### config.mk
export PLATFORM = sky130hd
export DESIGN_NAME = complex_mixer
export DESIGN_NICKNAME = d
export VERILOG_FILES = /design/src/duc_pkg.sv /design/src/complex_mixer.sv
export SDC_FILE = /design/constraint.sdc
export NUM_CORES = 2
export LEC_CHECK = 0
export BUFFER_PORTS_ARGS = -buffer_cell sky130_fd_sc_hd__buf_2
export CAP_MARGIN = 20
export CORE_MARGIN = 2
export CORE_UTILIZATION = 55
export CTS_CLUSTER_SIZE = 12
export DETAILED_ROUTE_END_ITERATION = 8
export GPL_TIMING_DRIVEN = 0
export PLACE_DENSITY = 0.71
export SKIP_CTS_REPAIR_TIMING = 1
export SLEW_MARGIN = 0
export SYNTH_ARGS = -nofsm -noshare
export SYNTH_HDL_FRONTEND = slang
export SYNTH_SLANG_ARGS = --single-unit
### constraint.sdc
create_clock -name clk -period 13.6 [get_ports clk]
set_input_delay 2.72 -clock clk [delete_from_list [all_inputs] [get_ports clk]]
set_output_delay 2.72 -clock clk [all_outputs]
set_load 0.005 [all_outputs]
### src/duc_pkg.sv
`default_nettype none

package duc_pkg;

  // --------------------------------------------------------------------------
  // Stream widths
  // --------------------------------------------------------------------------

  // One component of an input sample
  localparam int INPUT_W  = 24;
  // Phase word, unsigned, covering one full turn
  localparam int PHASE_W  = 24;
  // One component of an output sample
  localparam int OUTPUT_W = 24;
  // One component of the synthesized sinusoid
  localparam int DDS_W    = 16;
  // Phase bits that address the sine table
  localparam int LUT_BITS = 10;
  // Full-precision product, with one extra bit for the sum of two products
  localparam int MULT_W   = INPUT_W + DDS_W + 1;

  // --------------------------------------------------------------------------
  // Fixed-point positions
  // --------------------------------------------------------------------------

  localparam int IQ_FRAC     = 15;
  localparam int DDS_FRAC    = 14;
  localparam int MULT_FRAC   = IQ_FRAC + DDS_FRAC;
  // Rounding brings the product back to the sample fraction width
  localparam int ROUND_SHIFT = MULT_FRAC - IQ_FRAC;

  localparam real TWO_PI    = 6.283185307179586;
  localparam real DDS_SCALE = 2.0 ** DDS_FRAC;

  // Complex sample, Q in the upper half
  typedef struct packed {
    logic signed [INPUT_W-1:0] q;
    logic signed [INPUT_W-1:0] i;
  } iq_t;

  // Payload of the sample stream
  typedef struct packed {
    logic last;
    iq_t  iq;
  } iq_beat_t;

  // Unit-length sinusoid, sin in the upper half as the DDS core delivers it
  typedef struct packed {
    logic signed [DDS_W-1:0] sin;
    logic signed [DDS_W-1:0] cos;
  } sincos_t;

  // Product of one sample with one sinusoid, before rounding
  typedef struct packed {
    logic                     last;
    logic signed [MULT_W-1:0] q;
    logic signed [MULT_W-1:0] i;
  } prod_beat_t;

  typedef enum logic [1:0] {
    FIFO_EMPTY,
    FIFO_PARTIAL,
    FIFO_FULL
  } fifo_state_e;

  // One table entry, cos and sin of idx/2^lut_bits of a turn, rounded to nearest
  function automatic sincos_t sincos_entry(input int unsigned idx, input int unsigned lut_bits);
    real     angle;
    sincos_t entry;
    angle     = TWO_PI * real'(idx) / real'(2 ** lut_bits);
    entry.sin = DDS_W'(int'($floor($sin(angle) * DDS_SCALE + 0.5)));
    entry.cos = DDS_W'(int'($floor($cos(angle) * DDS_SCALE + 0.5)));
    return entry;
  endfunction

endpackage

`default_nettype wire

### src/complex_mixer.sv
`default_nettype none

module complex_mixer #(
  parameter int INPUT_W = duc_pkg::INPUT_W,
  parameter int DDS_W   = duc_pkg::DDS_W
) (
  input  wire                 clk,
  input  wire                 i_rst,
  input  wire duc_pkg::iq_beat_t   i_smp,
  input  wire                 i_smp_valid,
  output logic                o_smp_ready,
  input  wire duc_pkg::sincos_t    i_sc,
  input  wire                 i_sc_valid,
  output logic                o_sc_ready,
  output duc_pkg::prod_beat_t o_prod,
  output logic                o_prod_valid,
  input  wire                 i_prod_ready
);

  import duc_pkg::*;

  // Sum of two full products needs one bit over the product width
  localparam int PROD_W = INPUT_W + DDS_W + 1;

  logic                     take;
  logic signed [PROD_W-1:0] smp_i;
  logic signed [PROD_W-1:0] smp_q;
  logic signed [PROD_W-1:0] sc_cos;
  logic signed [PROD_W-1:0] sc_sin;
  logic signed [PROD_W-1:0] mix_i;
  logic signed [PROD_W-1:0] mix_q;

  // A pair is taken only as a pair, which keeps sample n locked to phase n
  assign take        = i_smp_valid && i_sc_valid && (!o_prod_valid || i_prod_ready);
  assign o_smp_ready = take;
  assign o_sc_ready  = take;

  // --------------------------------------------------------------------------
  // Complex product
  // --------------------------------------------------------------------------

  always_comb begin
    // Operands are sign extended to the result width first, so no bits are lost
    smp_i  = PROD_W'(i_smp.iq.i);
    smp_q  = PROD_W'(i_smp.iq.q);
    sc_cos = PROD_W'(i_sc.cos);
    sc_sin = PROD_W'(i_sc.sin);
    // (I + jQ)(cos + j sin)
    mix_i  = smp_i * sc_cos - smp_q * sc_sin;
    mix_q  = smp_i * sc_sin + smp_q * sc_cos;
  end

  // Packet boundaries follow the sample stream, the phase side has none
  always_ff @(posedge clk) begin
    if (take) begin
      o_prod.i    <= mix_i;
      o_prod.q    <= mix_q;
      o_prod.last <= i_smp.last;
    end
  end

  always_ff @(posedge clk) begin
    if (i_rst) begin
      o_prod_valid <= 1'b0;
    end else if (take) begin
      o_prod_valid <= 1'b1;
    end else if (i_prod_ready) begin
      o_prod_valid <= 1'b0;
    end
  end

endmodule

`default_nettype wire

==> summary.txt <==
Synthesis
  • Synth Area per Inst: about 9.5 um2
  • Count of cell types in the netlist: 60
  • Ys Warns: 0
  • Asr flop ratio synth: 0%
  • XOR/XNOR Fraction of Synth Area: around 1.6%
  • Register bit count reported by yosys: 84
  • Post-synth top area share: a little under three fifths
  • Dominant cells by area after synthesis: fa_1 57%, inv_1 11%, ha_1 7.7%
  • Adder-Cell Fraction of Synth Area: 64.4%
  • Post-synth EDFFs: just over 80
  • Mapped cell area: around 60,000 um2
  • Sequential cell area fraction in the yosys report: 4.31%
  • Mux contribution to synthesized area: 0%
  • Synthesized instance count: around 6,000
  • Post-synth net total: 8,250
  • Compound-cell area share of the yosys netlist: under 10%
  • Post-Synth Simple-Gate Area: between 10% and 20%
  • Largest family of logic cells by synthesized area: adder cells
  • Synth area leader: fa_1
  • Commonest register cell after synthesis: edfxtp_1

STA
  • Final cycle utilization of the critical path: between 80 and 90%
  • Max Fclk: approximately 0.085 GHz
  • Hold Vio Cnt, Final: 0
  • Worst-Margin Slew: about 1.3 ns
  • # setup viols final: 0
  • Final WS setup: 1.81 ns
  • Clock skew: 0.0253 ns
  • Setup TNS Final: 0 ns
  • Minimum clock period: approximately 12 ns
  • RSZ-0062 raised after global routing: no
  • Final slew viol count: 0
  • Rel. slew slack: ~10%

Clock tree
  • CTS sink count: 84
  • CTS tree: yes
  • Clock transition at path regs: ~0.1 ns
  • Clk_lat worst skew: around 0.44 ns
  • H-Tree Depth: 3
  • Worst-case clock buffer depth: 2
  • CTS Buf Count: 9
  • CTS root buffer: clkbuf_16

Setup path
  • R2R Setup Slk: between 10 and 15 ns
  • CP Data Required Time: ~14 ns
  • Critical path class: primary input to flip-flop
  • Slowest cell delay on critical path: approximately 0.75 ns
  • Slowest-stage cell, CP: a2111oi_0
  • CP delay by family, top: adder cells
  • CP Launch Type: primary input
  • WP buf/inv: 7
  • Most used cell, CP: fa_1
  • Crit path DAT: about 12 ns
  • Worst-path maximum fanout: 14
  • Crit. End Element: flip-flop

Layout
  • Nets: 8,502
  • Final core occ: 59.6%
  • Commonest non-fill, non-tap cell in the layout: inv_1
  • Area grow syn2layout: 7.61%
  • Final instance area: around 63,000 um2
  • Layout cells sized above 1: 4.27%
  • Commonest non-fill, non-tap cells in the layout: 1,750 x inv_1, 1,653 x fa_1, 895 x nand2_1

Routing
  • Detailed-route via count: between 40,000 and 50,000
  • Antenna Violating Nets Remaining: 0
  • DRT Wirelength: about 230,000 um
  • DR vias/cell: approximately 5.6
  • Drt pass-1 iters: 6
  • WL/cell: 29.2 um
  • # DRC: 0
  • Drt initial violations: about 4,200

Global route
  • Largest net degree at the start of global routing: 32
  • Global-route wire length before repair: 326,000 um
  • Total congestion overflow: 0
  • Vias in the first global route: 46,641
  • Initial antenna violation count: 33
  • GRT Total Usage: 44.1%

Floorplan
  • Row count: about 120
  • Core ar.: 105,000 um2
  • Initial Util: a little under three fifths
  • Die Area: between 100,000 and 150,000 um2
  • Die span in y: ~330 um
  • Io pins: about 170
  • Chip width: 330 um

Place
  • I/O Buffers: between 100 and 150
  • Placed Area: ~62,000 um2
  • Hpwl dp: 194,000 um
  • Gp weighted congestion: approximately 1.1
  • Pre-CTS setup slack: approximately 1.5 ns

Flow run
  • Max-cap violations: 0

Status
  • Status: finished clean

Hold path
  • Worst Hold Class: flip-flop to flip-flop
==> logic make-up after synthesis <==
kind of cell | after synthesis
simple gates | 1685
fa+ha+maj | 2011
xor+xnor | 108
flops | 84
buf+inv | 2058
compound gates | 207
==> per-layer routing <==
layer	vias to the layer above	GRT usage, %	share of wire, %
met5	-	0	0.034
met4	12	30.1	8.4
met3	680	11.4	11
met2	2640	66.9	45
li1	17817	-	-
met1	22993	56.0	36
==> cells in the mapped netlist (all sizes together), types with 2 or more instances <==
master	count
clkbuf	300
nand2b	41
o21ai	24
inv	1750
xnor2	85
or3	2
ha	358
a21o	31
a31oi	5
o21a	20
nor4	3
o311ai	2
a21oi	67
nand2	895
o2111ai	3
and4	3
edfxtp	83
a211oi	10
nor2b	65
nor3	10
o31a	3
xor2	23
a221o	2
a2111oi	2
or2	5
nor2	43
fa	1653
o221a	2
buf	8
nand4	7
nand3	16
o31ai	3
o211ai	5
a211o	5
and3	2
a221oi	2
and2	590
o21bai	10
==> final timing paths <==
check	start	cells past startpoint	end
hold / removal	o_prod_valid	2	o_prod_valid
setup reg to reg	o_prod_valid	3	o_prod[29]
hold reg to reg	o_prod_valid	2	o_prod_valid
setup / recovery	i_smp[47]	26	o_prod[40]
==> sequential cells by signal, indices dropped and copies added, names as in the netlist <==
signal	count
o_prod_valid	1
o_prod	83
==> through the flow <==
stage / hold slack [ns] / cells
finish: 0.504 / 7849
global route: 0.562 / 7802
CTS: 0.513 / 7776
detailed placement: 0.500 / 7760
global placement: 0.464 / 7686
floorplan: 0.471 / 6153
==> final cells by class <==
class,instances,area (um2)
clock inverters,5,61.3
flip-flops and latches,84,2510
multi-input cells,4011,48100
diodes,48,120
clock buffers,11,243
inverters,1750,6570
repair buffers,241,2270
fillers,9382,42500
well taps,1391,1740
plain buffers,308,1160
==> worst reg2reg max path, delay by kind of cell, from the launching register on <==
family | cells | cell delay (ns)
DFF | 1 | 0.32
buffers and inverters | 1 | 0.33
and+or+nand+nor | 2 | 0.82
Power is left out: the tool's default activity adds up to more than one toggle a clock period on the data nets, which glitch-free logic cannot reach.
