$ cat config.mk
export PLATFORM = sky130hd
export DESIGN_NAME = sample_fifo
export DESIGN_NICKNAME = d
export VERILOG_FILES = /design/src/duc_pkg.sv /design/src/sample_fifo.sv
export SDC_FILE = /design/constraint.sdc
export NUM_CORES = 1
export LEC_CHECK = 0
export BUFFER_PORTS_ARGS = -buffer_cell sky130_fd_sc_hd__buf_4
export CORE_MARGIN = 3
export CORE_UTILIZATION = 45
export CTS_CLUSTER_SIZE = 20
export DETAILED_ROUTE_END_ITERATION = 10
export PLACE_DENSITY = 0.62
export SKIP_LAST_GASP = 1
export SYNTH_ARGS = -nofsm -noshare
export SYNTH_HDL_FRONTEND = slang
export SYNTH_SLANG_ARGS = --single-unit
$ cat constraint.sdc
create_clock -name clk -period 4.9 [get_ports clk]
set_input_delay 0.49 -clock clk [delete_from_list [all_inputs] [get_ports clk]]
set_output_delay 0.49 -clock clk [all_outputs]
set_load 0.02 [all_outputs]
$ cat src/duc_pkg.sv
`default_nettype none

package duc_pkg;

  // --------------------------------------------------------------------------
  // Stream widths
  // --------------------------------------------------------------------------

  // One component of an input sample
  localparam int INPUT_W  = 24;
  // Phase word, unsigned, covering one full turn
  localparam int PHASE_W  = 24;
  // One component of an output sample
  localparam int OUTPUT_W = 24;
  // One component of the synthesized sinusoid
  localparam int DDS_W    = 16;
  // Phase bits that address the sine table
  localparam int LUT_BITS = 10;
  // Full-precision product, with one extra bit for the sum of two products
  localparam int MULT_W   = INPUT_W + DDS_W + 1;

  // --------------------------------------------------------------------------
  // Fixed-point positions
  // --------------------------------------------------------------------------

  localparam int IQ_FRAC     = 15;
  localparam int DDS_FRAC    = 14;
  localparam int MULT_FRAC   = IQ_FRAC + DDS_FRAC;
  // Rounding brings the product back to the sample fraction width
  localparam int ROUND_SHIFT = MULT_FRAC - IQ_FRAC;

  localparam real TWO_PI    = 6.283185307179586;
  localparam real DDS_SCALE = 2.0 ** DDS_FRAC;

  // Complex sample, Q in the upper half
  typedef struct packed {
    logic signed [INPUT_W-1:0] q;
    logic signed [INPUT_W-1:0] i;
  } iq_t;

  // Payload of the sample stream
  typedef struct packed {
    logic last;
    iq_t  iq;
  } iq_beat_t;

  // Unit-length sinusoid, sin in the upper half as the DDS core delivers it
  typedef struct packed {
    logic signed [DDS_W-1:0] sin;
    logic signed [DDS_W-1:0] cos;
  } sincos_t;

  // Product of one sample with one sinusoid, before rounding
  typedef struct packed {
    logic                     last;
    logic signed [MULT_W-1:0] q;
    logic signed [MULT_W-1:0] i;
  } prod_beat_t;

  typedef enum logic [1:0] {
    FIFO_EMPTY,
    FIFO_PARTIAL,
    FIFO_FULL
  } fifo_state_e;

  // One table entry, cos and sin of idx/2^lut_bits of a turn, rounded to nearest
  function automatic sincos_t sincos_entry(input int unsigned idx, input int unsigned lut_bits);
    real     angle;
    sincos_t entry;
    angle     = TWO_PI * real'(idx) / real'(2 ** lut_bits);
    entry.sin = DDS_W'(int'($floor($sin(angle) * DDS_SCALE + 0.5)));
    entry.cos = DDS_W'(int'($floor($cos(angle) * DDS_SCALE + 0.5)));
    return entry;
  endfunction

endpackage

`default_nettype wire

$ cat src/sample_fifo.sv
`default_nettype none

module sample_fifo #(
  parameter int DEPTH = 4
) (
  input  wire               clk,
  input  wire               i_rst,
  input  wire duc_pkg::iq_beat_t i_in,
  input  wire               i_in_valid,
  output logic              o_in_ready,
  output duc_pkg::iq_beat_t o_out,
  output logic              o_out_valid,
  input  wire               i_out_ready
);

  import duc_pkg::*;

  localparam int PTR_W = (DEPTH > 1) ? $clog2(DEPTH) : 1;
  localparam int CNT_W = $clog2(DEPTH + 1);

  // Storage has no reset, only the pointers and occupancy do
  iq_beat_t         mem [DEPTH];
  logic [PTR_W-1:0] wr_ptr;
  logic [PTR_W-1:0] rd_ptr;
  logic [CNT_W-1:0] count;
  logic [CNT_W-1:0] count_next;
  fifo_state_e      state;
  logic             wr_en;
  logic             rd_en;

  // Pointer advance that also works for depths other than a power of two
  function automatic logic [PTR_W-1:0] ptr_inc(input logic [PTR_W-1:0] ptr);
    if (ptr == PTR_W'(DEPTH - 1)) begin
      return '0;
    end
    return ptr + 1'b1;
  endfunction

  // Ready and valid come straight from the registered occupancy state
  assign o_in_ready  = (state != FIFO_FULL);
  assign o_out_valid = (state != FIFO_EMPTY);

  // The head entry is already in a register, so it falls through directly
  assign o_out = mem[rd_ptr];

  assign wr_en = i_in_valid && o_in_ready;
  assign rd_en = o_out_valid && i_out_ready;

  always_comb begin
    count_next = count;
    if (wr_en && !rd_en) begin
      count_next = count + 1'b1;
    end else if (rd_en && !wr_en) begin
      count_next = count - 1'b1;
    end
  end

  always_ff @(posedge clk) begin
    if (wr_en) begin
      mem[wr_ptr] <= i_in;
    end
  end

  always_ff @(posedge clk) begin
    if (i_rst) begin
      wr_ptr <= '0;
      rd_ptr <= '0;
      count  <= '0;
      state  <= FIFO_EMPTY;
    end else begin
      if (wr_en) begin
        wr_ptr <= ptr_inc(wr_ptr);
      end
      if (rd_en) begin
        rd_ptr <= ptr_inc(rd_ptr);
      end
      count <= count_next;
      // Next state follows the next occupancy so the flags are never a cycle late
      if (count_next == '0) begin
        state <= FIFO_EMPTY;
      end else if (count_next == CNT_W'(DEPTH)) begin
        state <= FIFO_FULL;
      end else begin
        state <= FIFO_PARTIAL;
      end
    end
  end

  // The state encoding must agree with the counter on every transfer
  a_no_write_when_full: assert property (@(posedge clk) disable iff (i_rst)
    wr_en |-> (count != CNT_W'(DEPTH)));
  a_no_read_when_empty: assert property (@(posedge clk) disable iff (i_rst)
    rd_en |-> (count != '0));

endmodule

`default_nettype wire

==> impl_metrics.py <==
metrics = {
    "yosys": {
        "yosysUniqueCellTypes": 30,
        "synthTopCellsByArea": "edfxtp_1 77%, mux4_2 14%, dfxtp_1 2.9%",
        "syn_area_um2": 7690,
        "synth_top_family_by_area": "multiplexers",
        "synth-simple-area-share": 0.0200,
        "synthMuxAreaShare": 0.146,
        "yosysTopAreaCell": "edfxtp_1",
        "synth_warnings": 0,
        "synth-xor-area-share": 0.00228,
        "synth_fp_nets": 387,
        "syn_inst": 327,
        "avgSynthCellArea_um2": 23.5,
        "ys_seq_area_frac": 0.794,
        "synthAdderAreaFrac": 0.0114,
        "synth-seq-cells": 207,
        "synth-compound-area-share": 0.0133,
        "yosysTopAreaCellShare": 0.765,
    },
    "place": {
        "io_buffers": 103,
        "placedCellCount": 640,
        "post_dp_cell_area_um2": 8700,
        "dp_hpwl_mm": 8.08,
        "place_ws_ns": 2.48,
        "gp_congestion": 0.714,
    },
    "cts": {
        "cts_tree": "yes",
        "holdBufCountCts": 0,
        "postCtsSetupRepairBufs": 0,
        "clockBufferDepth": 3,
        "cts-htree-levels": 1,
        "path_clk_slew_ns": 0.06,
        "cts.sink_count": 207,
        "clk_latency_ns": 0.49,
        "cts_buffers": 22,
        "cts-root-buf": "clkbuf_16",
        "ctsResizeCount": 0,
    },
    "die": {
        "num_io_pins": 104,
        "num_rows": 47,
        "die_h_um": 137,
        "core_area_um2": 16600,
        "die_w_um": 137,
        "initial_utilization": 0.462,
        "die_area_um2": 18700,
    },
    "sta": {
        "maxSlewHeadroom": 0.332,
        "finalCriticalPeriod_ns": 2.86,
        "setup-tns-final_ns": 0,
        "fmax_mhz": 349,
        "rsz0062_at_grt": "no",
        "fin_hold_ws_ns": 0.205,
        "layout_setup_ws_ns": 2.04,
        "min_period_over_period": 0.585,
        "fin_skew_ns": 0.00823,
        "worstMarginPinSlew_ns": 1.00,
        "hold_violations": 0,
        "final-max-slew-violation-count": 0,
        "final-setup-viol-count": 0,
    },
    "detailed_routing": {
        "wire_per_inst_um": 20.0,
        "wirelength_mm": 13.6,
        "drt-initial-drc-count": 185,
        "drt_first_pass_iters": 4,
        "drc_errors": 0,
        "via_per_inst": 5.21,
        "vias": 3545,
        "ant_nets": 0,
    },
    "worst_setup_path": {
        "critPathCaptureType": "primary output",
        "cp.required_ns": 4.41,
        "startpoint_type": "flop",
        "arrival_ns": 2.37,
        "path_class": "reg -> out",
        "worst-path-max-fanout": 29,
    },
    "finish": {
        "insertedDiodeCount": 0,
        "instances_no_fill": 680,
        "final_util": 0.564,
        "syn_to_final_growth_pct": 22.1,
        "num-nets-final": 504,
        "drive_above_1_share": 0.424,
        "postLayoutCellArea_um2": 9390,
    },
    "worst_hold_path": {
        "hold_path_class": "in -> reg",
    },
    "power": {
        "clkPwrFrac": 0.338,
        "switchingPower_mw": 1.15,
        "peakVddDrop_mv": 0.274,
        "sw_frac_of_total": 0.249,
        "power-per-cell-area_nw_per_um2": 494,
        "combPwrFrac": 0.184,
        "power.leakage_nw": 3.17,
        "report.power.total_mw": 4.64,
        "intPower_mw": 3.49,
        "seqPwrFrac": 0.477,
    },
    "grt": {
        "track_usage": 0.147,
        "grt_overflow": 0,
        "grt_pass1_wl_mm": 20.9,
        "grt_max_degree": 50,
        "antenna_found_initial": 0,
        "grt_pass1_vias": 3797,
    },
    "run": {
        "maxCapViolations": 0,
    },
    "run_status": {
        "status": "completed",
    },
}
-- layer usage --
metal / vias to the layer above / part of all wire / GRT usage
li1: 1606 / - / -
met4: 0 / 0.011 / 0.0342
met1: 1828 / 0.43 / 0.206
met5: - / 0 / 0
met2: 99 / 0.48 / 0.232
met3: 12 / 0.077 / 0.0434
-- worst max-delay path: stages, from the launching register on --
cell	delay, ns
dfxtp_2	0.88
buf_4	0.44
mux4_2	0.39
buf_4	0.18
-- state kept, by name, indices dropped and copies added, names as in the netlist, named ones only --
register / count
state: 2
count: 3
wr_ptr: 2
mem: 196
rd_ptr: 2
-- cell families (layout without fill, tap and decap cells) --
| group | Yosys count | after routing |
|---|---|---|
| AND/OR/NAND/NOR | 28 | 28 |
| AO/OA/AOI/OAI | 13 | 13 |
| multiplexers | 51 | 51 |
| buffers and inverters | 19 | 152 |
| adder cells (fa/ha/maj) | 7 | 7 |
| flip-flops | 207 | 207 |
| XOR/XNOR | 2 | 2 |
-- path summary, 6_finish.rpt --
kind	start	to	slack, ns	cells past startpoint
worst max-delay path	flop	o_out[32]	2.04	3
worst max register to register	state[0]	mem[3][38]	2.54	3
worst min-delay path	i_in[36]	mem[0][36]	0.20	1
worst min register to register	wr_ptr[1]	wr_ptr[1]	0.51	2
-- layout by cell type (no fill, tap or decap), types with 6 or more instances in the layout --
master / instances
clkbuf_1: 9
clkbuf_16: 23
nand2_1: 6
dfxtp_1: 9
nor2_1: 6
ha_1: 7
mux4_2: 49
edfxtp_1: 196
buf_4: 108
-- power by group through the flow --
stage	logic (mW)	registers, mW	clock network (mW)
2_1_floorplan	0.608	2.17	0
3_3_place_gp	0.863	2.25	0
3_5_place_dp	0.869	2.26	0
4_1_cts	0.871	2.22	1.61
5_1_grt	0.916	2.24	1.69
6_report	0.856	2.22	1.57
-- area by class of cell --
| class | count | area (um^2) |
|---|---|---|
| fill | 1259 | 7250 |
| multi-input combinational | 101 | 1490 |
| timing repair buffer | 108 | 811 |
| tap | 220 | 275 |
| sequential | 207 | 6110 |
| inverter | 4 | 15.0 |
| clock inverter | 8 | 85.1 |
| clock buffer | 32 | 609 |
-- synth_stat cells, drive strengths merged --
master / instances
buf: 11
o21ai: 3
mux2i: 1
nor3: 3
clkbuf: 4
inv: 4
o221ai: 3
nor2: 6
mux4: 49
xnor2: 1
xor2: 1
and3b: 1
ha: 7
a21oi: 4
nand3b: 2
and3: 4
o21a: 2
o211ai: 1
mux2: 1
nor3b: 1
nand2b: 1
dfxtp: 11
nand3: 3
or2: 1
edfxtp: 196
nand2: 6
(Power assumes the default switching activity.)
