$ cat src/duc_pkg.sv
`default_nettype none

package duc_pkg;

  // --------------------------------------------------------------------------
  // Stream widths
  // --------------------------------------------------------------------------

  // One component of an input sample
  localparam int INPUT_W  = 24;
  // Phase word, unsigned, covering one full turn
  localparam int PHASE_W  = 24;
  // One component of an output sample
  localparam int OUTPUT_W = 24;
  // One component of the synthesized sinusoid
  localparam int DDS_W    = 16;
  // Phase bits that address the sine table
  localparam int LUT_BITS = 10;
  // Full-precision product, with one extra bit for the sum of two products
  localparam int MULT_W   = INPUT_W + DDS_W + 1;

  // --------------------------------------------------------------------------
  // Fixed-point positions
  // --------------------------------------------------------------------------

  localparam int IQ_FRAC     = 15;
  localparam int DDS_FRAC    = 14;
  localparam int MULT_FRAC   = IQ_FRAC + DDS_FRAC;
  // Rounding brings the product back to the sample fraction width
  localparam int ROUND_SHIFT = MULT_FRAC - IQ_FRAC;

  localparam real TWO_PI    = 6.283185307179586;
  localparam real DDS_SCALE = 2.0 ** DDS_FRAC;

  // Complex sample, Q in the upper half
  typedef struct packed {
    logic signed [INPUT_W-1:0] q;
    logic signed [INPUT_W-1:0] i;
  } iq_t;

  // Payload of the sample stream
  typedef struct packed {
    logic last;
    iq_t  iq;
  } iq_beat_t;

  // Unit-length sinusoid, sin in the upper half as the DDS core delivers it
  typedef struct packed {
    logic signed [DDS_W-1:0] sin;
    logic signed [DDS_W-1:0] cos;
  } sincos_t;

  // Product of one sample with one sinusoid, before rounding
  typedef struct packed {
    logic                     last;
    logic signed [MULT_W-1:0] q;
    logic signed [MULT_W-1:0] i;
  } prod_beat_t;

  typedef enum logic [1:0] {
    FIFO_EMPTY,
    FIFO_PARTIAL,
    FIFO_FULL
  } fifo_state_e;

  // One table entry, cos and sin of idx/2^lut_bits of a turn, rounded to nearest
  function automatic sincos_t sincos_entry(input int unsigned idx, input int unsigned lut_bits);
    real     angle;
    sincos_t entry;
    angle     = TWO_PI * real'(idx) / real'(2 ** lut_bits);
    entry.sin = DDS_W'(int'($floor($sin(angle) * DDS_SCALE + 0.5)));
    entry.cos = DDS_W'(int'($floor($cos(angle) * DDS_SCALE + 0.5)));
    return entry;
  endfunction

endpackage

`default_nettype wire

$ cat src/round_sat.sv
`default_nettype none

module round_sat #(
  parameter int MULT_W      = duc_pkg::MULT_W,
  parameter int OUTPUT_W    = duc_pkg::OUTPUT_W,
  parameter int ROUND_SHIFT = duc_pkg::ROUND_SHIFT
) (
  input  wire                 clk,
  input  wire                 i_rst,
  input  wire duc_pkg::prod_beat_t i_prod,
  input  wire                 i_prod_valid,
  output logic                o_prod_ready,
  output duc_pkg::iq_beat_t   o_out,
  output logic                o_out_valid,
  input  wire                 i_out_ready
);

  import duc_pkg::*;

  // Half of the output LSB, as seen at the product's scale
  localparam logic signed [MULT_W:0] HALF_LSB = (MULT_W + 1)'(1) <<< (ROUND_SHIFT - 1);
  // Signed output range, extended to the working width
  localparam logic signed [MULT_W:0] OUT_MAX  = ((MULT_W + 1)'(1) <<< (OUTPUT_W - 1)) - 1;
  localparam logic signed [MULT_W:0] OUT_MIN  = -OUT_MAX - 1;

  logic load;

  // Round half up, then clamp whatever no longer fits
  function automatic logic signed [OUTPUT_W-1:0] round_comp(input logic signed [MULT_W-1:0] x);
    logic signed [MULT_W:0] biased;
    logic signed [MULT_W:0] shifted;
    // One guard bit so the bias can never wrap the sum
    biased  = $signed({x[MULT_W-1], x}) + HALF_LSB;
    shifted = biased >>> ROUND_SHIFT;
    if (shifted > OUT_MAX) begin
      return OUT_MAX[OUTPUT_W-1:0];
    end
    if (shifted < OUT_MIN) begin
      return OUT_MIN[OUTPUT_W-1:0];
    end
    return shifted[OUTPUT_W-1:0];
  endfunction

  assign o_prod_ready = !o_out_valid || i_out_ready;
  assign load         = i_prod_valid && o_prod_ready;

  always_ff @(posedge clk) begin
    if (load) begin
      o_out.iq.i <= round_comp(i_prod.i);
      o_out.iq.q <= round_comp(i_prod.q);
      o_out.last <= i_prod.last;
    end
  end

  always_ff @(posedge clk) begin
    if (i_rst) begin
      o_out_valid <= 1'b0;
    end else if (o_prod_ready) begin
      o_out_valid <= i_prod_valid;
    end
  end

  // What the output port offers must not change until it is accepted
  a_out_stable: assert property (@(posedge clk) disable iff (i_rst)
    (o_out_valid && !i_out_ready) |=> (o_out_valid && $stable(o_out)));

endmodule

`default_nettype wire

$ cat config.mk
export PLATFORM = sky130hd
export DESIGN_NAME = round_sat
export DESIGN_NICKNAME = d
export VERILOG_FILES = /design/src/duc_pkg.sv /design/src/round_sat.sv
export SDC_FILE = /design/constraint.sdc
export NUM_CORES = 1
export LEC_CHECK = 0
export BUFFER_PORTS_ARGS = -buffer_cell sky130_fd_sc_hd__clkbuf_2
export CORE_UTILIZATION = 30
export CTS_CLUSTER_SIZE = 14
export DETAILED_ROUTE_END_ITERATION = 7
export MAX_ROUTING_LAYER = met4
export PLACE_DENSITY_LB_ADDON = 0.08
export SYNTH_ARGS = -nofsm -noshare
export SYNTH_HDL_FRONTEND = slang
export SYNTH_SLANG_ARGS = --single-unit
$ cat constraint.sdc
create_clock -name clk -period 4 [get_ports clk]
set_input_delay 0.4 -clock clk [delete_from_list [all_inputs] [get_ports clk]]
set_output_delay 0.4 -clock clk [all_outputs]
set_load 0.01 [all_outputs]
==> results of run 1 <==
logic make-up (layout without fill, tap and decap cells):
logic type | count (synthesis) | count (layout) | synth area share [%]
AND/OR/NAND/NOR | 106 | 106 | 20.7
AO/OA/AOI/OAI | 68 | 68 | 18.0
flip-flops | 50 | 50 | 45.8
XOR/XNOR | 45 | 45 | 12.1
buffers and inverters | 13 | 128 | 2.27
adder cells (fa/ha/maj) | 2 | 2 | 0.769
multiplexers | 1 | 1 | 0.307
worst max path at each step:
| stage | start | end | slack, ps |
|---|---|---|---|
| final | i_prod[15] | o_out[19] | 1370 |
| after global routing | i_prod[15] | o_out[17] | 1260 |
| after CTS | i_prod[15] | o_out[19] | 1350 |
| after detailed placement | i_prod[15] | o_out[19] | 1010 |
| after global placement | i_prod[15] | o_out[16] | 1010 |
| after floorplan | i_prod[13] | o_out[12] | 1740 |
synth_stat cells (all sizes together) (6+ instances only):
library cell / count / area share [%]
a2111oi: 7 / 3.2
buf: 6 / 1.5
nor2: 11 / 1.3
xor2: 32 / 8.6
a21oi: 32 / 7.1
nor3: 6 / 1.3
o21a: 10 / 2.3
and3: 10 / 1.9
nand4: 14 / 3.3
xnor2: 13 / 3.5
nand2: 21 / 2.4
o21ai: 7 / 1.1
edfxtp: 49 / 45
nand3: 22 / 4.1
per-layer routing:
layer / vias up / global-route usage (%) / part of all wire (%)
met5: - / - / 0
met4: 0 / 3.67 / 0.71
met3: 5 / 2.76 / 4.8
met2: 75 / 21.8 / 43
met1: 1208 / 22.0 / 51
li1: 1317 / - / -
area by class of cell:
class	instances	area, µm²	area share (%)
sequential	50	1490	36.9
tap	136	170	4.21
timing repair buffer	115	586	14.5
clock inverter	3	16.3	0.402
inverter	5	18.8	0.464
multi-input combinational	222	1690	41.9
clock buffer	5	68.8	1.70
critical path: cells and delay by family:
family                 cells  cell delay [ps]
AND/OR/NAND/NOR            3              970
AO/OA/AOI/OAI              3              840
buffers and inverters      2              460
power groups by stage:
stage | registers (mW) | clock network [mW] | logic [mW]
CTS | 0.634 | 0.312 | 0.253
global placement | 0.645 | 0 | 0.252
floorplan | 0.666 | 0 | 0.115
detailed placement | 0.646 | 0 | 0.252
global route | 0.637 | 0.325 | 0.276
finish | 0.633 | 0.295 | 0.250
stage by stage:
stage,total power [mW],instance area [µm²],worst slack (ps)
2_1_floorplan,0.781,3260,1740
3_3_place_gp,0.897,3960,1010
3_5_place_dp,0.898,3960,1010
4_1_cts,1.20,4050,1350
5_1_grt,1.24,4050,1260
6_report,1.18,4050,1370
state kept, by name, summed over array words and instances (netlist names):
register     count
o_out_valid      1
o_out           49
==> flow_summary.json, run 1 <==
{
  "status": "complete, no violations",
  "clock_tree.root_cell": "clkbuf_8",
  "cts.path.max_buffers": 2,
  "ff2ff_path_depth": 3,
  "place_hpwl_mm": 6.17,
  "remaining_drc_errors": 0,
  "reg2reg_from": "o_out_valid",
  "ys.flop_type": "edfxtp_1",
  "whs_path_depth": 2,
  "synthesis.area_per_instance_um2": 11.4,
  "port_buffers": 111,
  "detail-route-antenna-nets": 0,
  "cts.repair.resized": 0,
  "grt_use_total_pct": 15.2,
  "power-per-cell-area_nw_per_um2": 291,
  "seq_power_share_pct": 53.7,
  "timing.critical_path.required_ps": 4060,
  "tritoncts.num_buffers": 5,
  "fin_worst_hold_slack_ps": 243,
  "cell_internal_pwr_mw": 0.840,
  "worst_path_most_repeated_cell": "or3_4",
  "share_comb_of_total_power_pct": 21.2,
  "floorplan.io_pins": 138,
  "ys_seq_area_share_pct": 45.8,
  "starting_density_of_the_core_pct": 31.3,
  "tightestPinTransition_ps": 1060,
  "hold_viol": 0,
  "period_minus_slack_ps": 2630,
  "final_cell_count_no_fill": 536,
  "core_um2": 10400,
  "cts_setup_buffers": 0,
  "floorplan_die_area_um2": 11300,
  "place.gp.congestion": 0.737,
  "num_rows": 37,
  "ys_seq_elements": 50,
  "vias": 2605,
  "kind_of_path_behind_the_tightest_hold_check": "in -> reg",
  "mostFrequentLayoutCells": "clkbuf_2, edfxtp_1, xor2_1, nand2_1",
  "critical-path-slowest-cell": "a31oi_4",
  "min_to": "o_out_valid",
  "post_synth_inst_count": 285,
  "total_leakage_power_nw": 1.53,
  "r2r_end": "o_out[34]",
  "grt_max_degree": 31,
  "post-route-period-util_pct": 65.8,
  "drive_above_1_share_pct": 42.0,
  "placed_cells_incl_taps": 528,
  "maxSlewHeadroom_pct": 29.0,
  "final_max_slew_viol_count": 0,
  "utilization_after_layout_pct": 38.8,
  "die_x_um": 106,
  "postSynthNetCount": 374,
  "timing.max_cap.violations": 0,
  "grt_pass1_vias": 2477,
  "worst_setup_path_end_kind": "flop",
  "tritoncts_num_sinks": 50,
  "synth_async_sr_flop_share_pct": 0,
  "dr.pass1.iters": 4,
  "worst_ir_drop_vdd_mv": 0.127,
  "setup.reg_to_reg.worst_slack_ps": 2200,
  "setup-violations-final": 0,
  "timing.critical_path.cells": "clkbuf_2 -> nand3_2 -> or3_4 -> or3_4 -> a21bo_2 -> a31oi_4 -> buf_4 -> a21oi_2",
  "tritoncts": "built",
  "critical_path_peak_fanout": 15,
  "grt_setup_unrepaired": "no",
  "antenna_found_initial": 0,
  "critPathMaxStageDelay_ps": 560,
  "num_antenna_cells": 0,
  "max_clock_freq_ghz": 0.380,
  "power.share.switching_pct": 28.7,
  "cts_max_level": 2,
  "netlist-cell-type-count": 52,
  "detail_route.wirelength_mm": 8.12,
  "synth_edf_count": 49,
  "power_frac_clock_pct": 25.0,
  "die_h_um": 106,
  "layout_area_growth_over_synthesis_pct": 24.3,
  "worstSkewPairLatency_ps": 300,
  "worst_setup_path_start_kind": "input pin",
  "skew_ps": 6.08,
  "mappedNetlistArea_um2": 3260,
  "drt-vias-per-instance": 4.86,
  "design.final.nets": 488,
  "routedWlPerCell_um": 15.1,
  "drt_iter0_drc": 91,
  "crit_type": "in -> reg",
  "finalSetupTns_ps": 0,
  "holdBufCountCts": 0,
  "n_fill_cell": 1075,
  "timing.critical_path.arrival_ps": 2690,
  "worst_setup_hold_path_clk_slew_ps": 90,
  "total_switching_power_mw": 0.338,
  "commonest_non_fill_non_tap_cell_in_the_layout": "clkbuf_2",
  "min-delay-start": "i_rst",
  "grt_pass1_wl_mm": 13.0,
  "grt_overflow_total": 0,
  "yosys_warnings": 0
}
Note: power is estimated with default switching activity, not from simulation.
==> run 2, diff against run 1 <==
--- a/config.mk
+++ b/config.mk
@@ -5,6 +5,7 @@
 export SDC_FILE = /design/constraint.sdc
 export NUM_CORES = 1
 export LEC_CHECK = 0
+export ABC_AREA = 1
 export BUFFER_PORTS_ARGS = -buffer_cell sky130_fd_sc_hd__clkbuf_2
 export CORE_UTILIZATION = 30
 export CTS_CLUSTER_SIZE = 14
==> constraint.sdc (replaced) <==
create_clock -name clk -period 2.6 [get_ports clk]
set_input_delay 0.26 -clock clk [delete_from_list [all_inputs] [get_ports clk]]
set_output_delay 0.26 -clock clk [all_outputs]
set_load 0.01 [all_outputs]
==> run 2 against run 1 <==
  * Utilization is 0.72 points lower
  * Synthesized cell count is 53% higher
  * Setup slack worse by 690 ps
  * Via count is 15% higher
  * Hold slack worse by 120 ps
  * Combinational power is 53% higher
  * First-iteration DRC count is 9.9% higher
  * Register-to-register slack worse by 1100 ps
  * Non-clock buffer count stayed put
==> flow_summary.json, run 2 <==
{
  "status": "complete, no violations",
  "power-per-cell-area_nw_per_um2": 454,
  "worst_ir_drop_vdd_mv": 0.273,
  "floorplan_die_area_um2": 12200,
  "die_x_um": 110,
  "core_um2": 11400,
  "n_fill_cell": 1236,
  "cts.path.max_buffers": 2,
  "port_buffers": 111,
  "xor_xnor_share_of_the_synthesized_area_pct": 10.9,
  "total_leakage_power_nw": 1.94,
  "postPlaceCellArea_um2": 4210,
  "num_antenna_cells": 0,
  "design.final.nets": 638,
  "place.gp.congestion": 0.830,
  "ys_seq_elements": 50,
  "wire_length_on_met3_um": 424,
  "drt-vias-per-instance": 4.34,
  "drive_above_1_share_pct": 34.0,
  "cell_internal_pwr_mw": 1.45,
  "setup-violations-final": 0,
  "synth_edf_count": 49,
  "drt_iter0_drc": 100,
  "critical_path_peak_fanout": 23,
  "synth_compound_gate_area_share_pct": 1.85,
  "register_with_the_highest_flop_count": "o_out",
  "grt_setup_unrepaired": "no",
  "mappedNetlistArea_um2": 3520,
  "holdBufCountCts": 0,
  "postSynthNetCount": 524,
  "ys.flop_type": "edfxtp_1",
  "die_h_um": 110,
  "kind_of_path_behind_the_tightest_hold_check": "in -> reg",
  "post_synth_inst_count": 435,
  "period_minus_slack_ps": 1920,
  "tritoncts": "built",
  "fin_worst_hold_slack_ps": 123,
  "mostFrequentLayoutCells": "nand2_1, clkbuf_2, nor2_1, edfxtp_1, nand2_2",
  "route.met2.wl_mm": 4.40,
  "largest_register_ffs": 49,
  "tritoncts.num_buffers": 5,
  "final_max_slew_viol_count": 0,
  "grt_pass1_wl_mm": 13.7,
  "cts_setup_buffers": 0,
  "seq_power_share_pct": 49.0,
  "synth_async_sr_flop_share_pct": 0,
  "cts.repair.resized": 0,
  "ys_top_cells_by_count": "nand2_1, nor2_1, edfxtp_1, nand2_2, xor2_1",
  "power.total_mw": 1.97,
  "synth.top_cell.area_share_pct": 41.8,
  "netlist-cell-type-count": 25,
  "worstSkewPairLatency_ps": 290,
  "routedWlPerCell_um": 12.1,
  "wl_met1_mm": 3.54,
  "worst_setup_hold_path_clk_slew_ps": 60,
  "final_instance_area_um2": 4350,
  "clock_tree.root_cell": "clkbuf_16",
  "tightestPinTransition_ps": 547,
  "yosys_warnings": 0,
  "detail-route-antenna-nets": 0,
  "dominant_combinational_cell_family_by_area_after_synthesis": "simple AND/OR/NAND/NOR gates",
  "power_frac_clock_pct": 31.6,
  "grt_use_total_pct": 15.3,
  "grt_overflow_total": 0,
  "yosys.area_share.adder_pct": 0.710,
  "timing.critical_path.required_ps": 2630,
  "synthesis.area_per_instance_um2": 8.10,
  "cts_max_level": 2,
  "starting_density_of_the_core_pct": 30.9,
  "timing.max_cap.violations": 0,
  "total_switching_power_mw": 0.523,
  "share_comb_of_total_power_pct": 19.4,
  "skew_ps": 4.72,
  "hold_viol": 0,
  "antenna_found_initial": 0,
  "post_synth_mux_area_share_pct": 0,
  "timing.critical_path.arrival_ps": 1950,
  "synth_top_cell_by_area": "edfxtp_1",
  "yosys.cell_count.top_type": "nand2_1",
  "synth_simple_gate_area_share_pct": 38.4,
  "place_hpwl_mm": 7.05,
  "top_layer_used": "met4",
  "detail_route.wirelength_mm": 8.42,
  "worst_setup_path_start_kind": "input pin",
  "dr.pass1.iters": 4,
  "num_rows": 39,
  "maxSlewHeadroom_pct": 63.4,
  "vias": 3006,
  "finalSetupTns_ps": 0,
  "commonest_non_fill_non_tap_cell_in_the_layout": "nand2_1",
  "post-route-period-util_pct": 73.9,
  "tritoncts_num_sinks": 50,
  "crit_type": "in -> reg",
  "layout_top_registers": "o_out: 49 flops, o_out_valid: 1 flops",
  "synth_area_leaders": "edfxtp_1, nand2_1, xor2_1, nand2_2, nor2_1",
  "grt_pass1_vias": 3022,
  "floorplan.io_pins": 138,
  "max_clock_freq_ghz": 0.521,
  "layout_area_growth_over_synthesis_pct": 23.5,
  "power.share.switching_pct": 26.5,
  "ys_seq_area_share_pct": 42.3,
  "remaining_drc_errors": 0,
  "worst_setup_path_end_kind": "flop",
  "grt_max_degree": 37
}
run 2: cell types whose count changed after synthesis, moves of 11 or more:
cell / delta
nor2_1: +43
nand2_2: +39
a21oi_2: -17
inv_1: +21
nand2_1: +139
a21oi_1: -11
run 2: power groups by stage:
stage	logic [mW]	registers (mW)	clock network (mW)
floorplan	0.202	1.02	0
global placement	0.391	0.985	0
detailed placement	0.391	0.987	0
CTS	0.392	0.970	0.651
global route	0.436	0.974	0.677
finish	0.382	0.968	0.624
run 2: worst paths after layout:
| kind | to | cells past startpoint | slack, ps | startpoint |
|---|---|---|---|---|
| worst max-delay path | o_out[5] | 12 | 680 | i_prod[14] |
| worst min-delay path | o_out_valid | 2 | 120 | i_rst |
| worst max register to register | o_out[25] | 2 | 1150 | o_out_valid |
| worst min register to register | o_out_valid | 2 | 540 | o_out_valid |
run 2: cells by family (layout without fill, tap and decap cells):
kind of cell | after synthesis | count (layout)
simple gates | 297 | 297
flops | 50 | 50
xor+xnor | 44 | 44
buf+inv | 36 | 151
compound gates | 6 | 6
fa+ha+maj | 2 | 2
run 2: layer usage:
metal	vias to the layer above	GRT usage (%)
met5	-	-
met1	1338	16.5
met3	4	2.94
met4	0	4.51
met2	69	28.3
li1	1595	-
run 2: worst max-delay path, cell delays in order:
cell and delay (ps):
clkbuf_2 90, ha_1 210, inv_1 90, nor2_2 150, nand2_1 150, nor2_4 210
nand3_1 90, nand2_1 100, nand2_1 90, o21bai_4 130, buf_4 270, nand2_1 100
run 2: area by class of cell:
class | count | area, µm² | area share (%)
Multi-Input combinational cell | 349 | 1840 | 42.3
Sequential cell | 50 | 1490 | 34.3
Timing Repair Buffer | 115 | 598 | 13.7
Tap cell | 143 | 179 | 4.11
Clock buffer | 6 | 129 | 2.96
Inverter | 28 | 105 | 2.42
Clock inverter | 2 | 8.76 | 0.201
run 2: per-stage QoR:
stage          cells  setup slack (ps)  util [%]
2_1_floorplan    435               430         -
3_3_place_gp     685               372      36.9
3_5_place_dp     685               362      36.9
4_1_cts          693               665      38.1
5_1_grt          693               408      38.1
6_report         693               679      38.1
